## src/hdl/ubaPkg.sv

```systemverilog
/*
 * Bus adapter DMA path definitions
 * Widths, page-table entry, device request/response and backplane bundles
 */

`default_nettype none

package ubaPkg;

   ////////////////////
   // Widths and counts
   ////////////////////

   // Backplane word and device halfword
   localparam int unsigned wordWidth     = 36;
   localparam int unsigned halfWidth     = 18;
   // Device byte address and backplane word address
   localparam int unsigned devAddrWidth  = 18;
   localparam int unsigned busAddrWidth  = 20;
   // Page table size
   localparam int unsigned pageCount     = 64;
   localparam int unsigned pageNumWidth  = $clog2(pageCount);
   localparam int unsigned physPageWidth = 10;
   // Device address fields
   localparam int unsigned pageLsb       = 12;
   localparam int unsigned offsetLsb     = 2;
   localparam int unsigned halfSelBit    = 1;

   ////////////////////
   // Types
   ////////////////////

   // One page-table entry, fill is reserved
   typedef struct packed {
      logic                     valid;
      logic                     rpw;
      logic                     fill;
      logic [physPageWidth-1:0] physPage;
   } pageEntry_t;

   typedef enum logic {
      devRead  = 1'b0,
      devWrite = 1'b1
   } devOp_t;

   // Device request, addr bit 1 picks the halfword
   typedef struct packed {
      devOp_t                  op;
      logic [devAddrWidth-1:0] addr;
      logic [halfWidth-1:0]    data;
   } devReq_t;

   typedef struct packed {
      logic                 err;
      logic [halfWidth-1:0] data;
   } devResp_t;

   // NPR sequencer states
   typedef enum logic [3:0] {
      stIdle, stXlate, stRdStb, stRdAck,
      stPause, stWrStb, stWrAck, stDone
   } nprState_t;

   // Wishbone classic master outputs
   typedef struct packed {
      logic                    cyc;
      logic                    stb;
      logic                    we;
      logic [busAddrWidth-1:0] adr;
      logic [wordWidth-1:0]    dat;
   } wbMaster_t;

endpackage

`default_nettype wire

```

## src/hdl/ubaPager.sv

```systemverilog
/*
 * Bus adapter pager
 * 64-entry page table with a config write port and a registered lookup
 */

`default_nettype none

module ubaPager (
   input  logic                              clk,
   input  logic                              rst,
   // Configuration port
   input  logic                              cfgWrite,
   input  logic [ubaPkg::pageNumWidth-1:0]   cfgPage,
   input  ubaPkg::pageEntry_t                cfgEntry,
   // Translation port
   input  logic [ubaPkg::devAddrWidth-1:0]   xlateAddr,
   output ubaPkg::pageEntry_t                xlateEntry
);

   // Valid bits live apart so reset can clear them
   logic [ubaPkg::pageCount-1:0]           validBits;
   // Rest of each entry, valid field in here is unused
   ubaPkg::pageEntry_t                     pageTable [ubaPkg::pageCount];
   logic [ubaPkg::pageNumWidth-1:0]        xlatePage;
   logic                                   rdValid;
   ubaPkg::pageEntry_t                     rdEntry;

   // Page number is the top six address bits
   assign xlatePage = xlateAddr[ubaPkg::devAddrWidth-1:ubaPkg::pageLsb];

   ////////////////////
   // Table write
   ////////////////////

   always_ff @(posedge clk or posedge rst)
   begin
      if (rst)
      begin
         validBits <= '0;
      end
      else if (cfgWrite)
      begin
         validBits[cfgPage] <= cfgEntry.valid;
      end
   end

   always_ff @(posedge clk)
   begin
      if (cfgWrite)
      begin
         pageTable[cfgPage] <= cfgEntry;
      end
   end

   ////////////////////
   // Lookup
   ////////////////////

   // Registered every cycle; same-page write returns old entry
   always_ff @(posedge clk or posedge rst)
   begin
      if (rst)
      begin
         rdValid <= 1'b0;
      end
      else
      begin
         rdValid <= validBits[xlatePage];
      end
   end

   always_ff @(posedge clk)
   begin
      rdEntry <= pageTable[xlatePage];
   end

   // Reassemble with the resettable valid bit
   assign xlateEntry = '{
      valid:    rdValid,
      rpw:      rdEntry.rpw,
      fill:     rdEntry.fill,
      physPage: rdEntry.physPage
   };

endmodule

`default_nettype wire

```

## src/hdl/ubaNpr.sv

```systemverilog
/*
 * Bus adapter NPR sequencer
 * Arbitrates two devices and runs read, write and read-pause-write
 * Wishbone cycles on the backplane, then acknowledges the device
 */

`default_nettype none

module ubaNpr (
   input  logic                              clk,
   input  logic                              rst,
   // Device 1, highest priority
   input  logic                              devReqValid1,
   input  ubaPkg::devReq_t                   devReq1,
   output logic                              devAck1,
   // Device 2
   input  logic                              devReqValid2,
   input  ubaPkg::devReq_t                   devReq2,
   output logic                              devAck2,
   // Shared response, valid with either ack
   output ubaPkg::devResp_t                  devResp,
   // Pager
   output logic [ubaPkg::devAddrWidth-1:0]   xlateAddr,
   input  ubaPkg::pageEntry_t                xlateEntry,
   // Backplane master
   output ubaPkg::wbMaster_t                 busOut,
   input  logic [ubaPkg::wordWidth-1:0]      busDatIn,
   input  logic                              busAck
);

   ubaPkg::nprState_t                  state;
   ubaPkg::nprState_t                  nextState;
   // Arbitration
   logic                               anyValid;
   ubaPkg::devReq_t                    winner;
   logic                               grantDev2;
   // Latched request
   ubaPkg::devReq_t                    req;
   logic                               oddHalf;
   // Backplane registers
   logic                               busCyc;
   logic                               busStb;
   logic                               busWe;
   logic [ubaPkg::busAddrWidth-1:0]    busAdr;
   logic [ubaPkg::wordWidth-1:0]       busDat;
   // Data path
   logic [ubaPkg::halfWidth-1:0]       rdHalf;
   logic [ubaPkg::wordWidth-1:0]       mergedWord;
   logic [ubaPkg::wordWidth-1:0]       plainWord;
   logic                               respErr;
   logic [ubaPkg::halfWidth-1:0]       respData;

   ////////////////////
   // Arbitration
   ////////////////////

   // Fixed priority, device 1 wins a tie
   assign anyValid = devReqValid1 || devReqValid2;
   assign winner   = devReqValid1 ? devReq1 : devReq2;

   // Idle drives the live winner so the pager has it one cycle early
   assign xlateAddr = (state == ubaPkg::stIdle) ? winner.addr : req.addr;

   ////////////////////
   // Halfword data path
   ////////////////////

   // Address bit 1 set means the right (odd) halfword
   assign oddHalf = req.addr[ubaPkg::halfSelBit];

   assign rdHalf = oddHalf ? busDatIn[ubaPkg::halfWidth-1:0]
                           : busDatIn[ubaPkg::wordWidth-1:ubaPkg::halfWidth];

   // RPW merge keeps the other half of the word just read
   assign mergedWord = oddHalf ?
      {busDatIn[ubaPkg::wordWidth-1:ubaPkg::halfWidth], req.data} :
      {req.data, busDatIn[ubaPkg::halfWidth-1:0]};

   // Plain write zeroes the other half
   assign plainWord = oddHalf ? {{ubaPkg::halfWidth{1'b0}}, req.data}
                              : {req.data, {ubaPkg::halfWidth{1'b0}}};

   ////////////////////
   // Next state
   ////////////////////

   always_comb
   begin
      nextState = state;
      case (state)
         ubaPkg::stIdle:
            if (anyValid)
            begin
               nextState = ubaPkg::stXlate;
            end
         // Entry for the latched address is on xlateEntry now
         ubaPkg::stXlate:
            if (!xlateEntry.valid)
            begin
               nextState = ubaPkg::stDone;
            end
            else if (req.op == ubaPkg::devRead || xlateEntry.rpw)
            begin
               nextState = ubaPkg::stRdStb;
            end
            else
            begin
               nextState = ubaPkg::stWrStb;
            end
         ubaPkg::stRdStb:
            nextState = ubaPkg::stRdAck;
         // Read done, or first half of RPW
         ubaPkg::stRdAck:
            if (busAck)
            begin
               nextState = (req.op == ubaPkg::devRead) ? ubaPkg::stDone
                                                       : ubaPkg::stPause;
            end
         ubaPkg::stPause:
            nextState = ubaPkg::stWrStb;
         ubaPkg::stWrStb:
            nextState = ubaPkg::stWrAck;
         ubaPkg::stWrAck:
            if (busAck)
            begin
               nextState = ubaPkg::stDone;
            end
         ubaPkg::stDone:
            nextState = ubaPkg::stIdle;
         default:
            nextState = ubaPkg::stIdle;
      endcase
   end

   ////////////////////
   // Control registers
   ////////////////////

   always_ff @(posedge clk or posedge rst)
   begin
      if (rst)
      begin
         state     <= ubaPkg::stIdle;
         grantDev2 <= 1'b0;
         busCyc    <= 1'b0;
         busStb    <= 1'b0;
         busWe     <= 1'b0;
         devAck1   <= 1'b0;
         devAck2   <= 1'b0;
      end
      else
      begin
         state <= nextState;
         if (state == ubaPkg::stIdle && anyValid)
         begin
            grantDev2 <= !devReqValid1;
         end
         // Cycle is open exactly in the ack states
         busCyc  <= nextState == ubaPkg::stRdAck || nextState == ubaPkg::stWrAck;
         busStb  <= nextState == ubaPkg::stRdAck || nextState == ubaPkg::stWrAck;
         busWe   <= nextState == ubaPkg::stWrAck;
         // One-cycle ack to the granted device
         devAck1 <= nextState == ubaPkg::stDone && !grantDev2;
         devAck2 <= nextState == ubaPkg::stDone && grantDev2;
      end
   end

   ////////////////////
   // Payload registers
   ////////////////////

   always_ff @(posedge clk)
   begin
      if (state == ubaPkg::stIdle && anyValid)
      begin
         req <= winner;
      end
      // Word address is physical page plus word offset
      if (state == ubaPkg::stXlate)
      begin
         busAdr   <= {xlateEntry.physPage,
                      req.addr[ubaPkg::pageLsb-1:ubaPkg::offsetLsb]};
         busDat   <= plainWord;
         respErr  <= !xlateEntry.valid;
         respData <= '0;
      end
      if (state == ubaPkg::stRdAck && busAck)
      begin
         busDat <= mergedWord;
         if (req.op == ubaPkg::devRead)
         begin
            respData <= rdHalf;
         end
      end
   end

   assign busOut = '{
      cyc: busCyc,
      stb: busStb,
      we:  busWe,
      adr: busAdr,
      dat: busDat
   };

   assign devResp = '{err: respErr, data: respData};

   ////////////////////
   // Assertions
   ////////////////////

   // Wishbone: no strobe outside a cycle
   stbInCyc: assert property (@(posedge clk) disable iff (rst)
      busOut.stb |-> busOut.cyc)
      else $error("stb without cyc");

   // Only one device is ever acknowledged
   oneAck: assert property (@(posedge clk) disable iff (rst)
      !(devAck1 && devAck2))
      else $error("both device acks high");

   // Master holds the cycle until the slave acks
   holdCycle: assert property (@(posedge clk) disable iff (rst)
      busOut.stb && !busAck |=> $stable(busOut))
      else $error("bus outputs changed while waiting for ack");

endmodule

`default_nettype wire

```

## src/hdl/ubaDma.sv

```systemverilog
/*
 * Bus adapter DMA path top level
 * Pager feeding the NPR sequencer, device ports and Wishbone master
 */

`default_nettype none

module ubaDma (
   input  logic                              clk,
   input  logic                              rst,
   // Device 1
   input  logic                              devReqValid1,
   input  ubaPkg::devReq_t                   devReq1,
   output logic                              devAck1,
   // Device 2
   input  logic                              devReqValid2,
   input  ubaPkg::devReq_t                   devReq2,
   output logic                              devAck2,
   output ubaPkg::devResp_t                  devResp,
   // Page table configuration
   input  logic                              cfgWrite,
   input  logic [ubaPkg::pageNumWidth-1:0]   cfgPage,
   input  ubaPkg::pageEntry_t                cfgEntry,
   // Backplane
   output ubaPkg::wbMaster_t                 busOut,
   input  logic [ubaPkg::wordWidth-1:0]      busDatIn,
   input  logic                              busAck
);

   // Device address out, translated entry back a cycle later
   logic [ubaPkg::devAddrWidth-1:0] xlateAddr;
   ubaPkg::pageEntry_t              xlateEntry;

   ////////////////////
   // Pager
   ////////////////////

   ubaPager pager_i (
      .clk        (clk),
      .rst        (rst),
      .cfgWrite   (cfgWrite),
      .cfgPage    (cfgPage),
      .cfgEntry   (cfgEntry),
      .xlateAddr  (xlateAddr),
      .xlateEntry (xlateEntry)
   );

   ////////////////////
   // Sequencer
   ////////////////////

   ubaNpr npr_i (
      .clk          (clk),
      .rst          (rst),
      .devReqValid1 (devReqValid1),
      .devReq1      (devReq1),
      .devAck1      (devAck1),
      .devReqValid2 (devReqValid2),
      .devReq2      (devReq2),
      .devAck2      (devAck2),
      .devResp      (devResp),
      .xlateAddr    (xlateAddr),
      .xlateEntry   (xlateEntry),
      .busOut       (busOut),
      .busDatIn     (busDatIn),
      .busAck       (busAck)
   );

endmodule

`default_nettype wire

```

## config.mk

```make
export PLATFORM = sky130hd
export DESIGN_NAME = ubaDma
export DESIGN_NICKNAME = d
export VERILOG_FILES = /design/src/hdl/ubaPkg.sv /design/src/hdl/ubaPager.sv /design/src/hdl/ubaNpr.sv /design/src/hdl/ubaDma.sv
export SDC_FILE = /design/constraint.sdc
export NUM_CORES = 1
export LEC_CHECK = 0
export BUFFER_PORTS_ARGS = -buffer_cell sky130_fd_sc_hd__buf_2
export CORE_MARGIN = 1
export CORE_UTILIZATION = 24
export DETAILED_ROUTE_END_ITERATION = 8
export GPL_TIMING_DRIVEN = 0
export PLACE_DENSITY = 0.35
export SETUP_SLACK_MARGIN = 0.05
export SLEW_MARGIN = 20
export SYNTH_ARGS = -nofsm -noshare
export SYNTH_HDL_FRONTEND = slang
export SYNTH_SLANG_ARGS = --single-unit
```

## constraint.sdc

```tcl
create_clock -name clk -period 3.8 [get_ports clk]
set_clock_uncertainty 0.05 [all_clocks]
set_input_delay 0.19 -clock clk [delete_from_list [all_inputs] [get_ports clk]]
set_output_delay 0.19 -clock clk [all_outputs]
set_load 0.01 [all_outputs]
```

Yosys cells after proc, flatten, opt, wreduce, memory -nomap -nowiden
Memory sizes are Yosys's and may differ from the RTL's. A register that Yosys moved wholly into a read port is not among the register bits.
Cells that the tools add are included.
{"block": "word_totals", "mem_count": 1, "output_inout_bits": 80, "inputBits": 135, "ram_bits": 832, "wordCells": 66, "ff_bits": 186}
{"name": "pager_i.pageTable", "depth": 64, "word_bits": 13, "rd": 1, "rd_clocked_by_memory_dff": 1, "wr": 1, "line": "ubaPager.sv:23", "source": "ubaPkg::pageEntry_t pageTable [ubaPkg::pageCount];"}
{"block": "classes", "bitwise": 1, "muxes": 24, "reduce_logical": 13, "order_cmp": 3, "eq_ne": 9}
{"cell": "2-to-1 mux 36 bit", "count": 4}
{"cell": "2-to-1 mux 18 bit", "count": 5}
{"cell": "bitwise mux 64 bit", "count": 1}
{"cell": "2-to-1 mux 37 bit", "count": 1}
{"cell": "case mux 4 bit (7 select lines)", "count": 1}
{"cell": "== test 4 x 3 -> 1 bit, second input constant", "count": 5}
{"cell": "2-to-1 mux 4 bit", "count": 4}
{"cell": "less-than comparator 6 x 7 -> 1 bit, second input constant", "count": 2}
{"cell": "== test 4 x 2 -> 1 bit, second input constant", "count": 3}
{"cell": "binary-select mux 1 bit (select 6 bit)", "count": 1}
{"cell": "demux 1 bit (select 6 bit)", "count": 1}
{"cell": ">= comparator 6 x 1 -> 1 bit, second input constant", "count": 1}
{"cell": "logical AND 1 bit", "count": 5}
{"cell": "== test 4 x 1 -> 1 bit, second input constant", "count": 1}
{"cell": "zero test 4 bit", "count": 1}
{"cell": "2-to-1 mux 1 bit", "count": 4}
{"cell": "zero test 1 bit", "count": 3}
{"cell": "logical OR 1 bit", "count": 3}
{"cell": "2-to-1 mux 3 bit", "count": 1}
{"cell": "2-to-1 mux 2 bit", "count": 1}
{"cell": "nonzero test 2 bit", "count": 1}
{"cell": "inverter 1 bit", "count": 1}

Depth between registers and ports, before layout
Gate-level depths: netlist of run 1.
{"block": "logic_depth", "depth_word": 7, "mapped_depth": 11, "ltp_nobuf": 7}

Modules after synthesis
A second synthesis of run 1 with hierarchy kept.
{"block": "unflattened", "hier_cells": 1920, "area_unflattened_um2": 38171.6}
{"mod": "ubaPager", "area_each_um2": 32956.6, "cells_per_inst": 1514, "seq_area_each_um2": 24928.9, "n_inst": 1}
{"mod": "ubaNpr", "area_each_um2": 5215.0, "cells_per_inst": 406, "seq_area_each_um2": 3408.3, "n_inst": 1}

Worst setup path before layout of run 1
Ideal clock, no wire load.
{"block": "synth_path", "kind": "register -> register", "start": "reg npr_i.state[2]", "end": "reg npr_i.req, in the netlist npr_i.oddHalf (enable)", "synth_period_minus_slack_ns": 3.052, "required_ns": 3.321, "path_stages_with_launch": 4, "slack_ns": 0.748, "n_path_buf": 1, "setup_ns": 0.429, "arrival_time_ns": 2.572, "cell_sequence": "dfrtp_1 buf_4 or4_4 nor2_1"}
{"block": "synth_between", "elab_chain_cells": 2}
{"element": "start, declared", "line": "ubaNpr.sv:31", "source": "ubaPkg::nprState_t state;"}
{"element": "start signal, assigned", "line": "ubaNpr.sv:143", "source": "state <= ubaPkg::stIdle;"}
{"element": "start signal, assigned", "line": "ubaNpr.sv:153", "source": "state <= nextState;"}
{"element": "zero test 4 bit", "line": "ubaNpr.sv:174", "source": "if (state == ubaPkg::stIdle && anyValid)"}
{"element": "logical AND 1 bit", "line": "ubaNpr.sv:174"}
{"element": "end signal, assigned", "line": "ubaNpr.sv:176", "source": "req <= winner;"}
{"element": "end, declared", "line": "ubaNpr.sv:38", "source": "ubaPkg::devReq_t req;"}
No other way between the ends.
A chain may end at the register's enable or synchronous reset.

Final worst setup path of run 1
{"block": "layout_path", "start": "reg npr_i.state[2]", "end": "reg pager_i.xlateEntry[3] (netlist name)"}
{"block": "layout_between", "elab_chain_cells": 2}
{"element": "zero test 4 bit", "line": "ubaNpr.sv:62", "source": "assign xlateAddr = (state == ubaPkg::stIdle) ? winner.addr : req.addr;"}
{"element": "2-to-1 mux 18 bit", "line": "ubaNpr.sv:62"}
No other way between the ends.

==> results by group, run 1 <==
Pwr
  • Pwr Density: 599 nW/um2
  • Worst vdd ir: a little under 300 uV
  • LEAKAGE: roughly 16 nW
  • Pwr Total: between 20 and 30 mW

Timing
  • Worst slew pin tran: ~1.1 ns
  • Slew headroom: roughly a quarter
  • Setup violators final: 0
  • Max frequency: between 200 and 300 MHz
  • TNS Setup: 0 ns
  • Max Slew Vio Count: 0
  • Final hold vios: 0
  • Final period utilization: 98.8%
  • Unrepaired setup endpoints after global routing: true
  • Crit path time final: 3.76 ns
  • Final hold slack: between 0.09 and 0.1 ns

Worst setup path
  • CP startpoint: npr_i.state[2]$_DFF_PP0_
  • Arrival time worst endpoint: around 4.3 ns
  • Biggest cell delay along the critical path: 0.90 ns
  • WP data required: 4.37 ns
  • Crit path max fanout: 10
  • CP max stage cell: a221oi_1
  • WP buf/inv: 5
  • Startpoint Class: flop
  • CP Capture Type: flop
  • CP Cell Sequence: buf_4 > nor4_4 > buf_4 > mux2_4 > and2_1 > buf_6 > buf_6 > buf_2 > a221oi_1 > a22oi_1 > nand3_1 > o21a_1
  • RR Startpoint: npr_i.state[2]$_DFF_PP0_
  • Critical path class: reg2reg
  • CP top delay family: compound AO/OA/AOI/OAI gates

Final layout
  • Most common cell after layout, fill and taps aside: edfxtp_1
  • Commonest non-fill, non-tap cells in the layout: edfxtp_1 (797), buf_2 (215), mux2i_1 (214), dlygate4sd3_1 (142), clkbuf_16 (102)
  • Area grow syn2layout: 26.2%
  • Final Cell Area: 45100 um2
  • Fillers: 14400
  • Layout cells sized above 1: around a third
  • Nets: 2549

Floorplan
  • Initial core utilization: 24.2%
  • Die area: between 150000 and 200000 um2
  • Number of I/O pins: between 200 and 250
  • Core area: ~150000 um2
  • Row Count: about 140
  • Die Wd: a little under 400 um
  • Die Height: slightly below 400 um

Synthesis
  • Cells after synthesis: about 1900
  • Asr flop ratio synth: a little over 8%
  • Syn Std Cell Area: ~36000 um2
  • Synth warn: 0
  • Post-synth top area cell: edfxtp_1
  • Area contributors post-synth: edfxtp_1 (67%), mux2i_1 (6.1%), mux4_2 (6.0%)
  • Flops & latches, synth: 900
  • Synth top area share: 67.0%
  • Syn nets: about 2100
  • Synth unique cells: between 40 and 50
  • Mean Syn Cell Area: about 18 um2
  • Post-synth EDFFs: approximately 800
  • Sequential share of the synthesized area: between 70 and 80%
  • Ys flop type: edfxtp_1

Clocking
  • CTS tree: built
  • TritonCTS sink count: 900
  • Worst skew pair latency: around 0.73 ns
  • CTS max path bufs: 3
  • CTS root buf: clkbuf_16
  • Number of buffers created by CTS: around 100
  • Worst-path clk slew: 0.06 ns
  • H-tree depth: 3

Global route
  • First-pass GRT wire length: roughly 170000 um
  • Grt total ovfl: 0
  • Vias in the first global route: about 21000
  • Antenna violations before repair: 11
  • Largest net degree at the start of global routing: between 60 and 70
  • GR Util All Layers: between 10% and 20%

Placed design
  • Routability cong.: between 0.7 and 0.8
  • Port-buffer cells: a little over 200
  • Post-DP Area: 39800 um2
  • DP HPWL: 84600 um

Detailed routing
  • Routed len/inst: approximately 27 um
  • Final wirelength: 121000 um
  • Drt via density: 4.54
  • DR pass1 iterations: 6
  • DRC Markers: 0
  • Vias: 20100
  • 1st-iter DRT viols: around 1300
  • ANT nets after route: 0

Status
  • Status: finished, final reports clean

Worst hold path
  • Hold wc startpoint: cfgEntry[12]
  • Hold Crit Class: in2reg

Run
  • Max_cap viols: 0
[flip-flops by register name, indices dropped and copies added (netlist names), 4 cells and up]
name                count
npr_i.busAdr           20
npr_i.busDat           36
npr_i.req              35
npr_i.respData         18
npr_i.state             4
pager_i.pageTable     704
pager_i.validBits      64
pager_i.xlateEntry     11
[final cells by class]
cell class	instances	area, um2	area share, %
diodes	3	7.51	0.0167
plain buffers	120	798	1.77
clock buffers	126	2690	5.97
clock inverters	65	764	1.70
inverters	29	114	0.253
multi-input cells	882	8980	19.9
flip-flops and latches	900	26400	58.5
well taps	1930	2410	5.36
repair buffers	379	2940	6.53
[synth_stat cells (all sizes together) (47+ instances only)]
cell	number
mux2i	219
nor2	70
nand2	47
buf	74
mux4	95
a221oi	96
a22oi	48
mux2	99
edfxtp	797
o21ai	56
dfrtp	74
nand3	57
[power by group]
part	switching, mW	leakage, nW	internal (mW)
sequential	0.167	8.41	11.2
clock	4.17	1.68	6.07
combinational	3.40	5.49	1.94
total	7.74	15.6	19.3
[kinds of logic (layout without fill, tap and decap cells)]
logic type / Yosys count / after routing / synth area share (%)
AND/OR/NAND/NOR: 218 / 218 / 2.91
AO/OA/AOI/OAI: 249 / 249 / 5.53
other: 1 / 4 / 0.0105
buffers and inverters: 149 / 719 / 2.44
XOR/XNOR: 1 / 1 / 0.0245
multiplexers: 413 / 413 / 15.3
flip-flops: 900 / 900 / 73.8
[per-stage QoR]
step	setup slack, ns	std cells	util [%]
finish	0.0443	4434	30.5
global placement	-0.843	4066	26.5
detailed placement	-0.693	4094	27.0
global route	0.0273	4431	30.5
CTS	0.119	4431	30.5
floorplan	0.748	1931	-
[timing repair]
item                                    CTS  global route
resized for setup                        62             9
endpoints found under the hold margin   450             0
setup buffers                             4             0
pin swaps                                 1             3
endpoints found under the setup margin   12             7
hold buffers                            142             0
[path summary, 6_finish.rpt]
kind | endpoint | slack (ns) | depth (start not counted)
min in group asynchronous | pager_i.rdValid$_DFF_PP0_ | 0.60 | 4
max in group asynchronous | pager_i.validBits[24]$_DFFE_PP0P_ | 2.46 | 5
max reg2reg | pager_i.xlateEntry[3]$_DFF_P_ | 0.04 | 12
max | pager_i.xlateEntry[3]$_DFF_P_ | 0.04 | 12
min reg2reg | npr_i.busAdr[16]$_DFFE_PP_ | 0.34 | 0
min | pager_i.validBits[29]$_DFFE_PP0P_ | 0.09 | 2
[metal layers]
metal	global-route usage, %	share of wire (%)
met1	21.7	46
met4	4.20	1.9
met5	0	0.030
met2	25.8	47
met3	2.77	4.8
[worst reg2reg max path: stages (launching register included)]
cell and delay [ns]:
dfrtp_1 0.36, buf_4 0.18, nor4_4 0.24, buf_4 0.20, mux2_4 0.38, and2_1 0.19, buf_6 0.13, buf_6 0.17
buf_2 0.26, a221oi_1 0.90, a22oi_1 0.17, nand3_1 0.21, o21a_1 0.23
No activity file was read; power rests on OpenSTA's default activity.
==> inputs of run 2 (changes only) <==
- SYNTH_HIERARCHICAL: unset -> 1
==> results by group, run 2 <==
Detailed routing
  • DR pass1 iterations: 5 (-1)
  • DRC Markers: 0 (unchanged)
  • Drt via density: 4.50 (-0.96%)
  • ANT nets after route: 0 (unchanged)
  • Routed len/inst: 26.3 um (-3.2%)
  • Vias: 19400 (-3.6%)
  • 1st-iter DRT viols: 1203 (-8.9%)
  • Final wirelength: 114000 um (-5.8%)

Synthesis
  • Syn nets: 1944 (-5.9%)
  • Mean Syn Cell Area: 19.7 um2 (+6.3%)
  • Synth warn: 6 (+6)
  • Cells after synthesis: 1809 (-6.3%)
  • Syn Std Cell Area: 35600 um2 (-0.42%)

Pwr
  • Clock share of power: 35.6% (-2.3 points)
  • Comb power frac: 23.7% (+3.9 points)
  • Worst vdd ir: 370 uV (+24%)
  • LEAKAGE: 15.2 nW (-2.7%)
  • P_sw: 8.26 mW (+6.8%)
  • Sequential Power Share: 40.7% (-1.6 points)
  • Pint: 20.1 mW (+4.3%)
  • Sw Ratio: 29.2% (+0.49 points)
  • Pwr Total: 28.3 mW (+5.0%)
  • Pwr Density: 627 nW/um2 (+4.8%)

Floorplan
  • Initial core utilization: 24.3% (+0.099 points)
  • Core area: 146000 um2 (-0.83%)
  • Die area: 150000 um2 (-0.42%)
  • Row Count: 140 (-0.71%)
  • Die Height: 387 um (-0.21%)
  • Die Wd: 387 um (-0.21%)
  • Number of I/O pins: 215 (unchanged)

Worst setup path
  • Crit path max fanout: 10 (unchanged)
  • RR Startpoint: npr_i/state[1]$_DFF_PP0_
  • Arrival time worst endpoint: 4.16 ns (-0.17 ns)
  • Critical path class: reg2reg
  • CP Capture Type: flop
  • CP max stage cell: mux4_2
  • CP top delay family: multiplexers
  • Biggest cell delay along the critical path: 0.55 ns (-0.35 ns)
  • WP buf/inv: 5 (unchanged)
  • WP data required: 4.32 ns (-0.05 ns)
  • Startpoint Class: flop
  • CP startpoint: npr_i/state[1]$_DFF_PP0_
  • CP Cell Sequence: nor4_4 > buf_6 > mux2_2 > buf_8 > buf_12 > buf_12 > buf_6 > mux4_2 > mux2i_2 > o21ai_1 > a21o_1

Run
  • Max_cap viols: 0 (unchanged)

Global route
  • GR Util All Layers: 15.1% (-0.74 points)
  • GR Util met2: 25.1% (-0.67 points)
  • Routing usage on met1: 20.2% (-1.5 points)
  • Grt total ovfl: 0 (unchanged)
  • Vias in the first global route: 21000 (+0.37%)
  • First-pass GRT wire length: 161000 um (-3.9%)
  • Antenna violations before repair: 4 (-7)
  • Largest net degree at the start of global routing: 65 (unchanged)
  • Met3 Use GR: 2.85% (+0.089 points)
  • GR peak layer: met2

Status
  • Status: finished, final reports clean

Final layout
  • Area grow syn2layout: 27.0%
  • Most flops, register: pager_i/pageTable
  • Regs by FF count: pager_i/pageTable (704), pager_i/validBits (64), npr_i/busDat (36)
  • Utilization after layout: 30.9% (+0.32 points)
  • Nets: 2445 (-4.1%)
  • Fillers: 14300 (-0.94%)
  • Most common cell after layout, fill and taps aside: edfxtp_1
  • Commonest non-fill, non-tap cells in the layout: edfxtp_1 (797), buf_2 (207), mux4_2 (182), mux2_2 (137), dlygate4sd3_1 (134)
  • Register Area: 26400 um2 (about the same)
  • Final Cell Area: 45200 um2 (+0.22%)
  • Area of the multi-input gates: 8900 um2 (-0.84%)
  • Finished Layout Cells: 4315 (-2.7%)
  • Layout cells sized above 1: 38.2% (+6.4 points)
  • Number of flip-flops in the largest register: 704 (unchanged)

Placed design
  • Dpl cells: 3987 (-2.6%)
  • DP HPWL: 79400 um (-6.1%)
  • Routability cong.: 0.832 (+5.1%)
  • Post-DP Area: 40000 um2 (+0.45%)
  • Port-buffer cells: 205 (unchanged)

Timing
  • TNS Setup: 0 ns (unchanged)
  • Max frequency: 275 MHz (+3.3%)
  • Final period utilization: 95.7% (-3.1 points)
  • Max Slew Vio Count: 0 (unchanged)
  • Crit path time final: 3.64 ns (-0.119 ns)
  • Slew headroom: 33.1% (+7.3 points)
  • Setup violators final: 0 (unchanged)
  • Worst slew pin tran: 1.00 ns (-0.0789 ns)
  • Unrepaired setup endpoints after global routing: false
  • Final hold vios: 0 (unchanged)

Clocking
  • TritonCTS sink count: 900 (unchanged)
  • H-tree depth: 3 (unchanged)
  • CTS root buf: clkbuf_16
  • Worst skew pair latency: 0.71 ns (-0.02 ns)
  • Number of buffers created by CTS: 105 (+2.9%)
  • Worst-path clk slew: 0.06 ns (about the same)
  • CTS tree: built
  • CTS max path bufs: 3 (unchanged)

Worst hold path
  • Hold wc startpoint: cfgEntry[1]
  • Hold Crit Class: in2reg
-- run 2: area by class of cell --
cell class | count | share of cell area, %
timing repair buffer | 395 | 7.02
clock inverter | 43 | 1.05
buffer | 115 | 1.73
inverter | 26 | 0.222
sequential | 900 | 58.4
clock buffer | 150 | 6.59
multi-input combinational | 767 | 19.7
tap | 1917 | 5.31
antenna | 2 | 0.0111
-- run 2: what timing repair did --
item	4_1_cts	5_1_grt
buffers inserted	0	0
endpoints found under the setup margin	12	11
resized for setup	77	18
pin swaps	1	1
hold buffers	132	2
hold endpoints to repair	318	12
-- run 2: metrics by stage --
stage	setup slack (ns)	hold slack, ns
floorplan	0.0655	-0.0321
global placement	-1.48	0.129
detailed placement	-0.995	0.158
CTS	0.0529	0.00990
global route	0.0519	0.0186
finish	0.164	0.000193
-- run 2: power by group through the flow --
stage | sequential, mW | clock [mW] | combinational (mW)
after floorplan | 11.8 | 0 | 3.46
after global placement | 11.8 | 0 | 6.20
after detailed placement | 11.7 | 0 | 6.35
after CTS | 11.5 | 10.4 | 6.81
after global routing | 11.6 | 10.8 | 7.13
final | 11.5 | 10.1 | 6.71
-- run 2: worst paths after layout --
kind                                                            to  slack, ns  cells after the start
min in group asynchronous                 npr_i/state[2]$_DFF_PP0_       0.62                      4
max in group asynchronous        pager_i/validBits[22]$_DFFE_PP0P_       2.42                      5
worst max-delay path                 pager_i/xlateEntry[4]$_DFF_P_       0.16                     11
worst max register to register       pager_i/xlateEntry[4]$_DFF_P_       0.16                     11
worst min-delay path            pager_i/pageTable[39][1]$_DFFE_PP_     0.0002                      1
worst min register to register          npr_i/busAdr[19]$_DFFE_PP_       0.36                      0
-- run 2: metal layers --
metal  share of wire [%]  vias to the layer above
met2                  48                      531
li1                    -                     8353
met5               0.022                        -
met1                  45                    10400
met3                 5.0                      139
met4                 1.8                        4
==> inputs of run 3 (changes only) <==
- clock period: 3.8 -> 3.96 ns (I/O delays scaled with it)
==> results by group, run 3 (synthesis results as in run 2) <==
Floorplan
  • Row Count: 140 (unchanged)
  • Die Wd: 387 um (unchanged)
  • Die Height: 387 um (unchanged)
  • Core area: 146000 um2 (unchanged)
  • Die area: 150000 um2 (unchanged)
  • Number of I/O pins: 215 (unchanged)
  • Initial core utilization: 24.3% (unchanged)

Final layout
  • Layout cells sized above 1: 37.8% (-0.38 points)
  • Utilization after layout: 30.8% (-0.062 points)
  • Nets: 2445 (unchanged)
  • Most common cell after layout, fill and taps aside: edfxtp_1
  • Regs by FF count: pager_i/pageTable (704), pager_i/validBits (64), npr_i/busDat (36)
  • Finished Layout Cells: 4315 (unchanged)
  • Most flops, register: pager_i/pageTable
  • Commonest non-fill, non-tap cells in the layout: edfxtp_1 (797), buf_2 (210), mux4_2 (182), mux2_2 (137), dlygate4sd3_1 (133)
  • Area grow syn2layout: 26.8%
  • Final Cell Area: 45100 um2 (-0.20%)
  • Number of flip-flops in the largest register: 704 (unchanged)

Global route
  • Grt total ovfl: 0 (unchanged)
  • Largest net degree at the start of global routing: 65 (unchanged)
  • Vias in the first global route: 21000 (-0.033%)
  • Antenna violations before repair: 4 (unchanged)
  • First-pass GRT wire length: 161000 um (about the same)
  • GR Util All Layers: 15.1% (about the same)

Placed design
  • Post-DP Area: 40000 um2 (unchanged)
  • Setup slack after placement: -0.835 ns (+0.160 ns)
  • Routability cong.: 0.832 (unchanged)
  • DP HPWL: 79400 um (unchanged)
  • Dpl cells: 3987 (unchanged)
  • Port-buffer cells: 205 (unchanged)

Timing
  • Final hold slack: 0.00726 ns (+0.00707 ns)
  • Setup violators final: 0 (unchanged)
  • Max Slew Vio Count: 0 (unchanged)
  • Slew headroom: 33.8% (+0.66 points)
  • TNS Setup: 0 ns (unchanged)
  • Final period utilization: 94.4% (-1.3 points)
  • Worst slew pin tran: 0.993 ns (-0.00995 ns)
  • Setup ws final: 0.223 ns (+0.0590 ns)
  • Max frequency: 268 MHz (-2.7%)
  • Crit path time final: 3.74 ns (+0.101 ns)
  • Unrepaired setup endpoints after global routing: true
  • Final hold vios: 0 (unchanged)

Worst setup path
  • CP Cell Sequence: nor4_4 > buf_4 > mux2_2 > buf_6 > buf_8 > buf_6 > buf_8 > mux4_2 > mux2i_1 > nand2_1 > o211ai_1 > o31ai_4
  • CP max stage cell: mux4_2
  • Arrival time worst endpoint: 4.24 ns (+0.08 ns)
  • Startpoint Class: flop
  • Critical path class: reg2reg
  • CP Capture Type: flop
  • WP data required: 4.46 ns (+0.14 ns)
  • Biggest cell delay along the critical path: 0.55 ns (about the same)
  • Crit path max fanout: 10 (unchanged)

Pwr
  • Sequential Power Share: 40.8% (about the same)
  • Pwr Density: 601 nW/um2 (-4.1%)
  • Pwr Total: 27.1 mW (-4.3%)
  • LEAKAGE: 15.1 nW (about the same)
  • Sw Ratio: 29.1% (about the same)
  • Pint: 19.2 mW (-4.3%)
  • Clock share of power: 35.7% (about the same)
  • P_sw: 7.90 mW (-4.3%)
  • Comb power frac: 23.4% (-0.3 points)
  • Worst vdd ir: 356 uV (-3.8%)

Run
  • Max_cap viols: 0 (unchanged)

Clocking
  • Worst skew pair latency: 0.71 ns (about the same)
  • CTS max path bufs: 3 (unchanged)
  • CTS tree: built
  • Number of buffers created by CTS: 105 (unchanged)
  • TritonCTS sink count: 900 (unchanged)
  • CTS root buf: clkbuf_16
  • Post-CTS setup buffers: 0 (unchanged)
  • Worst-path clk slew: 0.06 ns (about the same)
  • H-tree depth: 3 (unchanged)

Detailed routing
  • Vias: 19400 (+0.15%)
  • Routed len/inst: 26.3 um (about the same)
  • 1st-iter DRT viols: 1284 (+6.7%)
  • Final wirelength: 114000 um (about the same)
  • DR pass1 iterations: 5 (unchanged)
  • Drt via density: 4.50 (+0.15%)
  • ANT nets after route: 0 (unchanged)
  • DRC Markers: 0 (unchanged)

Worst hold path
  • Hold Crit Class: in2reg

Status
  • Status: finished, final reports clean
[run 3: critical path, delay by kind of cell, from the launching register on]
kind,cells,cell delay (ns)
buf+inv,5,1.17
mux,3,1.01
flops,1,0.48
simple gates,2,0.45
compound gates,2,0.36
[run 3: final cells by class]
| type | instances | area (um2) |
|---|---|---|
| diodes | 2 | 5.00 |
| clock inverters | 43 | 473 |
| repair buffers | 394 | 3160 |
| inverters | 26 | 100 |
| fillers | 14300 | 101000 |
| clock buffers | 150 | 2980 |
| flip-flops and latches | 900 | 26400 |
| multi-input cells | 767 | 8860 |
| plain buffers | 116 | 747 |
| well taps | 1917 | 2400 |
[run 3: timing repair]
item / in CTS / in global routing
hold buffers: 132 / 1
pin swaps: 1 / 1
resized for setup: 58 / 17
endpoints found under the hold margin: 312 / 4
setup endpoints to repair: 12 / 11
[run 3: per-layer routing]
metal  share of wire (%)  GRT usage [%]  routed length, um  up-vias
li1                    -              -                  -     8361
met1                  45           20.2              51400    10400
met2                  48           25.1              54800      512
met3                 4.7           2.85               5380      137
met4                 1.8           3.92               2080        4
met5               0.015              0                 17        -
[run 3: worst paths after layout]
path / from / end / slack (ns) / cells past startpoint
setup / recovery: npr_i/state[1]$_DFF_PP0_ / pager_i/xlateEntry[7]$_DFF_P_ / 0.22 / 12
hold / removal: cfgEntry[5] / pager_i/pageTable[34][5]$_DFFE_PP_ / 0.007 / 1
setup reg to reg: npr_i/state[1]$_DFF_PP0_ / pager_i/xlateEntry[7]$_DFF_P_ / 0.22 / 12
hold reg to reg: pager_i/xlateEntry[9]$_DFF_P_ / npr_i/busAdr[19]$_DFFE_PP_ / 0.36 / 0
max in group asynchronous: rst / npr_i/grantDev2$_DFFE_PP0P_ / 2.99 / 4
min in group asynchronous: rst / pager_i/rdValid$_DFF_PP0_ / 0.06 / 3
[run 3: power groups by stage]
| stage | combinational, mW | sequential [mW] | clock (mW) |
|---|---|---|---|
| final | 6.36 | 11.1 | 9.68 |
| after global routing | 6.77 | 11.1 | 10.3 |
| after floorplan | 3.32 | 11.3 | 0 |
| after global placement | 5.95 | 11.3 | 0 |
| after CTS | 6.46 | 11.1 | 10.0 |
| after detailed placement | 6.10 | 11.3 | 0 |
